`src/merge_pkg.sv`:
```
// Shared widths, packet and descriptor types for the merge data generator
// Lane 0 is the main lane and is always part of a merge
// Only fields 1 and 2 can be taken from the other lanes
// Lane FIFO depth also sets the initial credit count of each producer

package merge_pkg;

    // ------------------------------
    // Sizes
    // ------------------------------
    localparam int num_lanes  = 3;
    localparam int num_fields = 4;
    localparam int field_w    = 16;
    localparam int meta_w     = 16;
    localparam int count_w    = 16;

    // Lane FIFO depth equals the producer credit budget
    localparam int lane_fifo_depth = 4;

    // Output FIFO and its pause threshold
    localparam int out_fifo_depth        = 8;
    localparam int out_almost_full_level = 6;

    // ------------------------------
    // Scalar types
    // ------------------------------
    typedef logic [field_w-1:0]   field_t;
    typedef logic [meta_w-1:0]    meta_t;
    typedef logic [count_w-1:0]   count_t;
    typedef logic [num_lanes-1:0] lane_vec_t;

    // ------------------------------
    // Packets and descriptor
    // ------------------------------
    typedef struct packed {
        meta_t                        meta;
        field_t [num_fields-1:0]      field;
    } packet_t;

    typedef packet_t [num_lanes-1:0] lane_packets_t;

    // Bit 0 of the mask is ignored, lane 0 always merges
    typedef struct packed {
        lane_vec_t merge_mask;
        count_t    packet_count;
    } merge_descriptor_t;

    // Run control states
    typedef enum logic [2:0] {
        IDLE,
        BUSY,
        PAUSE,
        DRAIN,
        DONE
    } merge_state_t;

endpackage

```
`src/packet_fifo.sv`:
```
// Synchronous first-word-fall-through FIFO for merge packets
// head is valid whenever empty is low
// depth must be at least 2
// A push into a full FIFO is dropped, a pop of an empty FIFO is ignored
// almost_full is high while the fill level is at or above almost_full_level

`timescale 1ns/1ps

module packet_fifo #(
    parameter int depth             = 4,
    parameter int almost_full_level = depth
) (
    input  logic               ap_clk,
    input  logic               areset_generator,
    input  logic               push,
    input  merge_pkg::packet_t push_data,
    input  logic               pop,
    output merge_pkg::packet_t head,
    output logic               empty,
    output logic               almost_full
);

    import merge_pkg::*;

    packet_t mem [depth];

    logic [$clog2(depth)-1:0]   wr_ptr;
    logic [$clog2(depth)-1:0]   rd_ptr;
    logic [$clog2(depth+1)-1:0] fill;
    logic                       full;
    logic                       do_push;
    logic                       do_pop;

    assign do_push = push && !full;
    assign do_pop  = pop && !empty;

    // ------------------------------
    // Pointers and fill level
    // ------------------------------
    always_ff @(posedge ap_clk) begin
        if (areset_generator) begin
            wr_ptr <= '0;
            rd_ptr <= '0;
            fill   <= '0;
        end else begin
            if (do_push) begin
                wr_ptr <= (int'(wr_ptr) == depth - 1) ? '0 : wr_ptr + 1'b1;
            end
            if (do_pop) begin
                rd_ptr <= (int'(rd_ptr) == depth - 1) ? '0 : rd_ptr + 1'b1;
            end
            case ({do_push, do_pop})
                2'b10:   fill <= fill + 1'b1;
                2'b01:   fill <= fill - 1'b1;
                default: fill <= fill;
            endcase
        end
    end

    // Storage
    always_ff @(posedge ap_clk) begin
        if (do_push) begin
            mem[wr_ptr] <= push_data;
        end
    end

    assign head        = mem[rd_ptr];
    assign empty       = (fill == '0);
    assign full        = (int'(fill) == depth);
    assign almost_full = (int'(fill) >= almost_full_level);

endmodule

```
`src/merge_control.sv`:
```
// Run control for one merge run
// A start is taken only in IDLE, i.e. while busy is low
// A packet_count of zero goes straight to the drain phase
// Merging stops at once while the output FIFO is almost full
// done is a one-cycle pulse after the output FIFO has drained

`timescale 1ns/1ps

module merge_control (
    input  logic                         ap_clk,
    input  logic                         areset_generator,
    input  logic                         start,
    input  merge_pkg::merge_descriptor_t descriptor,
    input  logic                         merge_fire,
    input  logic                         out_almost_full,
    input  logic                         out_empty,
    output logic                         merge_enable,
    output merge_pkg::lane_vec_t         merge_mask,
    output logic                         busy,
    output logic                         done
);

    import merge_pkg::*;

    merge_state_t state;
    merge_state_t next_state;
    count_t       target_count;
    count_t       fire_count;
    logic         start_ok;
    logic         last_fire;
    logic         fire_q;

    assign start_ok  = start && (state == IDLE);
    assign last_fire = merge_fire && (count_t'(fire_count + 1'b1) == target_count);

    // ------------------------------
    // Next state
    // ------------------------------
    always_comb begin
        next_state = state;
        case (state)
            IDLE: begin
                if (start) begin
                    next_state = (descriptor.packet_count == '0) ? DRAIN : BUSY;
                end
            end
            BUSY: begin
                if (last_fire) begin
                    next_state = DRAIN;
                end else if (out_almost_full) begin
                    next_state = PAUSE;
                end
            end
            PAUSE: begin
                if (!out_almost_full) begin
                    next_state = BUSY;
                end
            end
            // Last merged packet lands in the FIFO one cycle after its fire
            DRAIN: begin
                if (out_empty && !fire_q) begin
                    next_state = DONE;
                end
            end
            DONE:    next_state = IDLE;
            default: next_state = IDLE;
        endcase
    end

    always_ff @(posedge ap_clk) begin
        if (areset_generator) begin
            state      <= IDLE;
            fire_count <= '0;
            fire_q     <= 1'b0;
            merge_mask <= '1;
        end else begin
            state  <= next_state;
            fire_q <= merge_fire;
            if (start_ok) begin
                fire_count <= '0;
                merge_mask <= descriptor.merge_mask | lane_vec_t'(1);
            end else if (merge_fire) begin
                fire_count <= fire_count + 1'b1;
            end
        end
    end

    always_ff @(posedge ap_clk) begin
        if (start_ok) begin
            target_count <= descriptor.packet_count;
        end
    end

    assign merge_enable = (state == BUSY) && !out_almost_full;
    assign busy         = (state != IDLE);
    assign done         = (state == DONE);

endmodule

```
`src/merge_combiner.sv`:
```
// Merges the head packets of the enabled lanes
// Meta, field 0 and field 3 always come from lane 0
// Field j of lanes 1 and 2 is field 0 of lane j when that lane is enabled
// Masked lanes are drained in every enabled cycle, their data is dropped
// The merged packet and its write strobe appear one cycle after merge_fire

`timescale 1ns/1ps

module merge_combiner (
    input  logic                     ap_clk,
    input  logic                     areset_generator,
    input  merge_pkg::lane_packets_t lane_heads,
    input  merge_pkg::lane_vec_t     lane_empty,
    input  logic                     merge_enable,
    input  merge_pkg::lane_vec_t     merge_mask,
    output merge_pkg::lane_vec_t     lane_pop,
    output logic                     merge_fire,
    output logic                     out_write,
    output merge_pkg::packet_t       out_packet
);

    import merge_pkg::*;

    lane_vec_t lane_ready;
    packet_t   merged;

    // ------------------------------
    // Pop decision
    // ------------------------------
    // A lane is ready if it is masked out or holds a head
    assign lane_ready = ~merge_mask | ~lane_empty;
    assign merge_fire = merge_enable && (&lane_ready);

    always_comb begin
        for (int i = 0; i < num_lanes; i++) begin
            if (merge_mask[i]) begin
                lane_pop[i] = merge_fire;
            end else begin
                lane_pop[i] = merge_enable && !lane_empty[i];
            end
        end
    end

    // ------------------------------
    // Field selection
    // ------------------------------
    always_comb begin
        merged = lane_heads[0];
        for (int j = 1; j < num_lanes; j++) begin
            if (merge_mask[j]) begin
                merged.field[j] = lane_heads[j].field[0];
            end
        end
    end

    // Write strobe
    always_ff @(posedge ap_clk) begin
        if (areset_generator) begin
            out_write <= 1'b0;
        end else begin
            out_write <= merge_fire;
        end
    end

    // Payload held between merges
    always_ff @(posedge ap_clk) begin
        if (merge_fire) begin
            out_packet <= merged;
        end
    end

endmodule

```
`src/merge_output_port.sv`:
```
// Output FIFO with a credit-based sender
// The consumer starts with zero credits and returns one per out_credit cycle
// A credit that arrives in a cycle can be spent in that same cycle
// out_valid is high for one cycle per packet and uses one credit

`timescale 1ns/1ps

module merge_output_port (
    input  logic               ap_clk,
    input  logic               areset_generator,
    input  logic               write,
    input  merge_pkg::packet_t write_packet,
    input  logic               out_credit,
    output logic               out_valid,
    output merge_pkg::packet_t out_packet,
    output logic               almost_full,
    output logic               empty
);

    import merge_pkg::*;

    packet_t fifo_head;
    count_t  credit_count;
    logic    credit_avail;
    logic    fifo_pop;

    packet_fifo #(
        .depth             (out_fifo_depth),
        .almost_full_level (out_almost_full_level)
    ) u_out_fifo (
        .ap_clk           (ap_clk),
        .areset_generator (areset_generator),
        .push             (write),
        .push_data        (write_packet),
        .pop              (fifo_pop),
        .head             (fifo_head),
        .empty            (empty),
        .almost_full      (almost_full)
    );

    // ------------------------------
    // Credit accounting
    // ------------------------------
    assign credit_avail = (credit_count != '0) || out_credit;
    assign fifo_pop     = !empty && credit_avail;

    always_ff @(posedge ap_clk) begin
        if (areset_generator) begin
            credit_count <= '0;
            out_valid    <= 1'b0;
        end else begin
            credit_count <= credit_count + count_t'(out_credit) - count_t'(fifo_pop);
            out_valid    <= fifo_pop;
        end
    end

    // Registered output packet
    always_ff @(posedge ap_clk) begin
        if (fifo_pop) begin
            out_packet <= fifo_head;
        end
    end

endmodule

```
`src/merge_data_generator.sv`:
```
// Merge data generator for one lane of the graph engine
// Three input lanes, each with its own credit-controlled packet FIFO
// A producer may push only while it holds a credit, it starts with
// lane_fifo_depth credits and regains one per lane_credit cycle
// lane_credit is combinational from the lane FIFO state and run control
// start is ignored while busy is high

`timescale 1ns/1ps

module merge_data_generator (
    input  logic                         ap_clk,
    input  logic                         areset_generator,
    input  logic                         start,
    input  merge_pkg::merge_descriptor_t descriptor,
    input  merge_pkg::lane_vec_t         lane_push,
    input  merge_pkg::lane_packets_t     lane_data,
    output merge_pkg::lane_vec_t         lane_credit,
    input  logic                         out_credit,
    output logic                         out_valid,
    output merge_pkg::packet_t           out_packet,
    output logic                         busy,
    output logic                         done
);

    import merge_pkg::*;

    lane_packets_t lane_heads;
    lane_vec_t     lane_empty;
    lane_vec_t     lane_pop;
    lane_vec_t     merge_mask;
    logic          merge_enable;
    logic          merge_fire;
    logic          comb_write;
    packet_t       comb_packet;
    logic          out_almost_full;
    logic          out_empty;

    // ------------------------------
    // Input lane FIFOs
    // ------------------------------
    for (genvar i = 0; i < num_lanes; i++) begin : g_lane
        packet_fifo #(
            .depth             (lane_fifo_depth),
            .almost_full_level (lane_fifo_depth)
        ) u_lane_fifo (
            .ap_clk           (ap_clk),
            .areset_generator (areset_generator),
            .push             (lane_push[i]),
            .push_data        (lane_data[i]),
            .pop              (lane_pop[i]),
            .head             (lane_heads[i]),
            .empty            (lane_empty[i]),
            .almost_full      ()
        );
    end

    // Every pop returns one credit to its producer
    assign lane_credit = lane_pop;

    // ------------------------------
    // Control, merge and output
    // ------------------------------
    merge_control u_merge_control (
        .ap_clk           (ap_clk),
        .areset_generator (areset_generator),
        .start            (start),
        .descriptor       (descriptor),
        .merge_fire       (merge_fire),
        .out_almost_full  (out_almost_full),
        .out_empty        (out_empty),
        .merge_enable     (merge_enable),
        .merge_mask       (merge_mask),
        .busy             (busy),
        .done             (done)
    );

    merge_combiner u_merge_combiner (
        .ap_clk           (ap_clk),
        .areset_generator (areset_generator),
        .lane_heads       (lane_heads),
        .lane_empty       (lane_empty),
        .merge_enable     (merge_enable),
        .merge_mask       (merge_mask),
        .lane_pop         (lane_pop),
        .merge_fire       (merge_fire),
        .out_write        (comb_write),
        .out_packet       (comb_packet)
    );

    merge_output_port u_merge_output_port (
        .ap_clk           (ap_clk),
        .areset_generator (areset_generator),
        .write            (comb_write),
        .write_packet     (comb_packet),
        .out_credit       (out_credit),
        .out_valid        (out_valid),
        .out_packet       (out_packet),
        .almost_full      (out_almost_full),
        .empty            (out_empty)
    );

endmodule

```
`config.mk`:
```
export PLATFORM = sky130hd
export DESIGN_NAME = merge_data_generator
export DESIGN_NICKNAME = d
export VERILOG_FILES = /design/src/merge_pkg.sv /design/src/packet_fifo.sv /design/src/merge_control.sv /design/src/merge_combiner.sv /design/src/merge_output_port.sv /design/src/merge_data_generator.sv
export SDC_FILE = /design/constraint.sdc
export NUM_CORES = 1
export LEC_CHECK = 0
export BUFFER_PORTS_ARGS = -buffer_cell sky130_fd_sc_hd__buf_2
export CAP_MARGIN = 25
export CORE_MARGIN = 2
export CORE_UTILIZATION = 50
export CTS_CLUSTER_DIAMETER = 50
export DETAILED_ROUTE_END_ITERATION = 8
export GPL_ROUTABILITY_DRIVEN = 0
export GPL_TIMING_DRIVEN = 0
export PLACE_DENSITY = 0.68
export SLEW_MARGIN = 20
export SYNTH_ARGS = -nofsm -noshare
export SYNTH_HDL_FRONTEND = slang
export SYNTH_SLANG_ARGS = --single-unit
export TNS_END_PERCENT = 10
```
`constraint.sdc`:
```
create_clock -name ap_clk -period 12.9 [get_ports ap_clk]
set_input_delay 1.29 -clock ap_clk [delete_from_list [all_inputs] [get_ports ap_clk]]
set_output_delay 1.29 -clock ap_clk [all_outputs]
set_load 0.05 [all_outputs]
```
==> results.ini <==
[synthesis]
synth_edf_count=1264
synthArstFlopShare=0
yosys_most_used_dff=edfxtp_1
netlist_instances=2316
syn_area_per_cell_um2=21.8
ys_seq_elements=1340
syn-cell-area_um2=50500
synth-warning-count=0
synth_cell_type_count=57
yosysSeqAreaShare=0.782
synth_nets=2636

[grt]
grt_usage=0.209
antenna_found_initial=22
grt-ovfl-total=0
grt_first_pass_wirelength_mm=158
grt_pass1_vias=25400
grt_max_degree=50

[detailed_routing]
dr.pass1.iters=5
via_per_inst=5.73
wirelength_mm=106
num_vias=24100
drcViolationCount=0
drt-initial-drc-count=1884
wl_per_cell_um=25.3
postRouteAntennaNets=0

[clock_network]
cts_num_sinks=1340
hold_buffers=0
cts_buffers=142
htree_levels=4
post-cts-setup-buffers=0
cts_root_buf=clkbuf_16
clockBufferDepth=3
clk_pin_slew_ns=0.06
clk_latency_ns=0.72
cts_tree=yes
ctsResizeCount=0

[setup_path]
critPathTopFamily=buffers and inverters
path_class=reg2out
path_cells=a21oi_2 > or3b_4 > or3b_4 > clkbuf_1 > clkbuf_1 > inv_6 > buf_4 > buf_2
critPathCaptureType=output port
worstPathBufferInverterCount=5
crit_path_start_kind=register
crit_fanout=33
critPathMaxStageDelay_ns=0.46
cp.required_ns=11.61
worstPathArrival_ns=3.78
crit_slowest_cell=or3b_4

[pwr]
intPower_w=0.00851
power_frac_seq=0.445
peakVddDrop_uv=116
pwr-share-comb=0.227
power.leakage_nw=19.3
net-switching-power_w=0.00336
switching_share=0.283
power.density_nw_per_um2=200
p_clk_frac=0.328

[sta]
setup-violations-final=0
min_period_ns=5.07
skew_ns=0.0242
worst_slew_pin_slew_ns=0.961
maxSlewViolCount=0
slew-limit-headroom=0.360
fin_crit_sh=0.393
hold_violations=0
max_freq_mhz=197
final.hold.worst_slack_ns=0.495
fin_ws_ns=7.83
grt_setup_unrepaired=no

[finish]
drive_above_1_share=0.326
final_nets=3117
instances_no_fill=4204
num-fill-cells=7060
syn2layout_area_growth_pct=17.4

[placed_design]
placed_cells=3944
portBuffers=222
hpwl_mm=71.4
place_worst_setup_slack_ns=8.02

[die]
die_w_um=322
design.core.area_um2=100000
start_util=0.504
fp.dieArea_um2=104000
die_h_um=322
io_pins=352
fp-row-count=116

[run_status]
outcome=finished, final reports clean

[run]
drv_cap=0

[min_path]
hold_class=reg2reg

-- layout make-up --
cell class | count | area (um^2) | area share
Tap cell | 1298 | 1620 | 0.0274
Inverter | 48 | 190 | 0.00321
Antenna cell | 6 | 15.0 | 0.000253
Clock buffer | 183 | 3830 | 0.0647
Sequential cell | 1340 | 39500 | 0.666
Multi-Input combinational cell | 831 | 10500 | 0.178
Clock inverter | 64 | 637 | 0.0107
Buffer | 97 | 387 | 0.00652
Timing Repair Buffer | 337 | 2570 | 0.0434
-- per-layer routing --
layer | wire length (um) | global-route usage | up-vias | share of wire
li1 | - | - | 10500 | -
met1 | 42300 | 0.269 | 12600 | 0.40
met2 | 54400 | 0.353 | 788 | 0.51
met3 | 6500 | 0.0439 | 202 | 0.061
met4 | 2890 | 0.0706 | 18 | 0.027
met5 | 108 | 0 | - | 0.0010
-- through the flow --
stage | setup TNS, ns | cell area, um^2 | total power, W | utilization
final | 0 | 59300 | 0.0119 | 0.592
after global routing | 0 | 59300 | 0.0123 | 0.592
after CTS | 0 | 59200 | 0.0120 | 0.591
after detailed placement | 0 | 54700 | 0.00807 | 0.546
after global placement | -570.62 | 53200 | 0.00798 | 0.531
after floorplan | 0 | 50500 | 0.00724 | -
-- layout by cell type (no fill, tap or decap), types with 20 or more instances in the layout --
cell	n
a21oi_1	39
buf_1	22
buf_2	243
buf_4	47
buf_6	25
clkbuf_1	98
clkbuf_16	148
clkinv_1	25
dfxtp_1	76
edfxtp_1	1264
ha_1	49
inv_1	46
mux2_2	115
mux4_2	272
nand2_1	36
nor2_1	67
nor3_1	20
xnor2_1	30
-- logic make-up after synthesis --
logic type / Yosys count / synth area share
adder cells (fa/ha/maj): 54 / 0.0141
buffers and inverters: 145 / 0.0113
multiplexers: 394 / 0.148
flip-flops: 1340 / 0.782
AND/OR/NAND/NOR: 232 / 0.0232
AO/OA/AOI/OAI: 102 / 0.0126
XOR/XNOR: 49 / 0.00850
-- registers in the layout, summed over array words and instances, names as in the netlist, 9 cells and up, named ones only --
name	cells
u_merge_control.target_count	16
u_merge_control.fire_count	16
u_merge_output_port.out_packet	80
u_merge_output_port.u_out_fifo.mem	640
u_merge_output_port.credit_count	16
g_lane.u_lane_fifo.mem	448
u_merge_combiner.out_packet	80
g_lane.u_lane_fifo.fill	9
-- power groups by stage --
stage | registers (W) | logic (W) | clock network (W)
2_1_floorplan | 0.00582 | 0.00142 | 0
3_3_place_gp | 0.00544 | 0.00254 | 0
3_5_place_dp | 0.00537 | 0.00269 | 0
4_1_cts | 0.00529 | 0.00271 | 0.00397
5_1_grt | 0.00530 | 0.00290 | 0.00414
6_report | 0.00528 | 0.00269 | 0.00389
-- Yosys cell counts, types with 6 or more instances --
library cell / n / area, um^2
xor2_1: 19 / 166
nor4_1: 9 / 56.3
mux4_2: 272 / 6130
nand2_1: 36 / 135
inv_1: 47 / 176
nor2_1: 70 / 263
edfxtp_1: 1264 / 38000
nor3b_1: 6 / 45.0
nor3_1: 24 / 120
buf_2: 8 / 40.0
nand4_1: 6 / 37.5
a21oi_1: 39 / 195
a21o_1: 6 / 45.0
nand3_1: 14 / 70.1
xnor2_1: 30 / 263
and3_1: 14 / 87.6
ha_1: 49 / 613
clkbuf_1: 64 / 240
nand2b_1: 13 / 81.3
mux2i_1: 7 / 70.1
o21ai_0: 16 / 80.1
buf_1: 22 / 82.6
mux2_2: 115 / 1290
dfxtp_1: 76 / 1520
nor2b_1: 12 / 75.1
or3_1: 11 / 68.8
-- path summary, 6_finish.rpt --
check	to	slack, ns	startpoint	depth (start not counted)
worst max-delay path	lane_credit[0]	7.83	u_merge_output_port.u_out_fifo.fill[1]$_SDFFE_PP0P_	8
worst min-delay path	u_merge_control.state[0]$_SDFFE_PP0P_	0.50	u_merge_control.state[2]$_SDFFE_PP0P_	1
worst max register to register	u_merge_output_port.credit_count[12]$_SDFF_PP0_	8.77	u_merge_output_port.u_out_fifo.fill[3]$_SDFFE_PP0P_	12
worst min register to register	u_merge_control.state[0]$_SDFFE_PP0P_	0.50	u_merge_control.state[2]$_SDFFE_PP0P_	1
(Power assumes the default switching activity.)
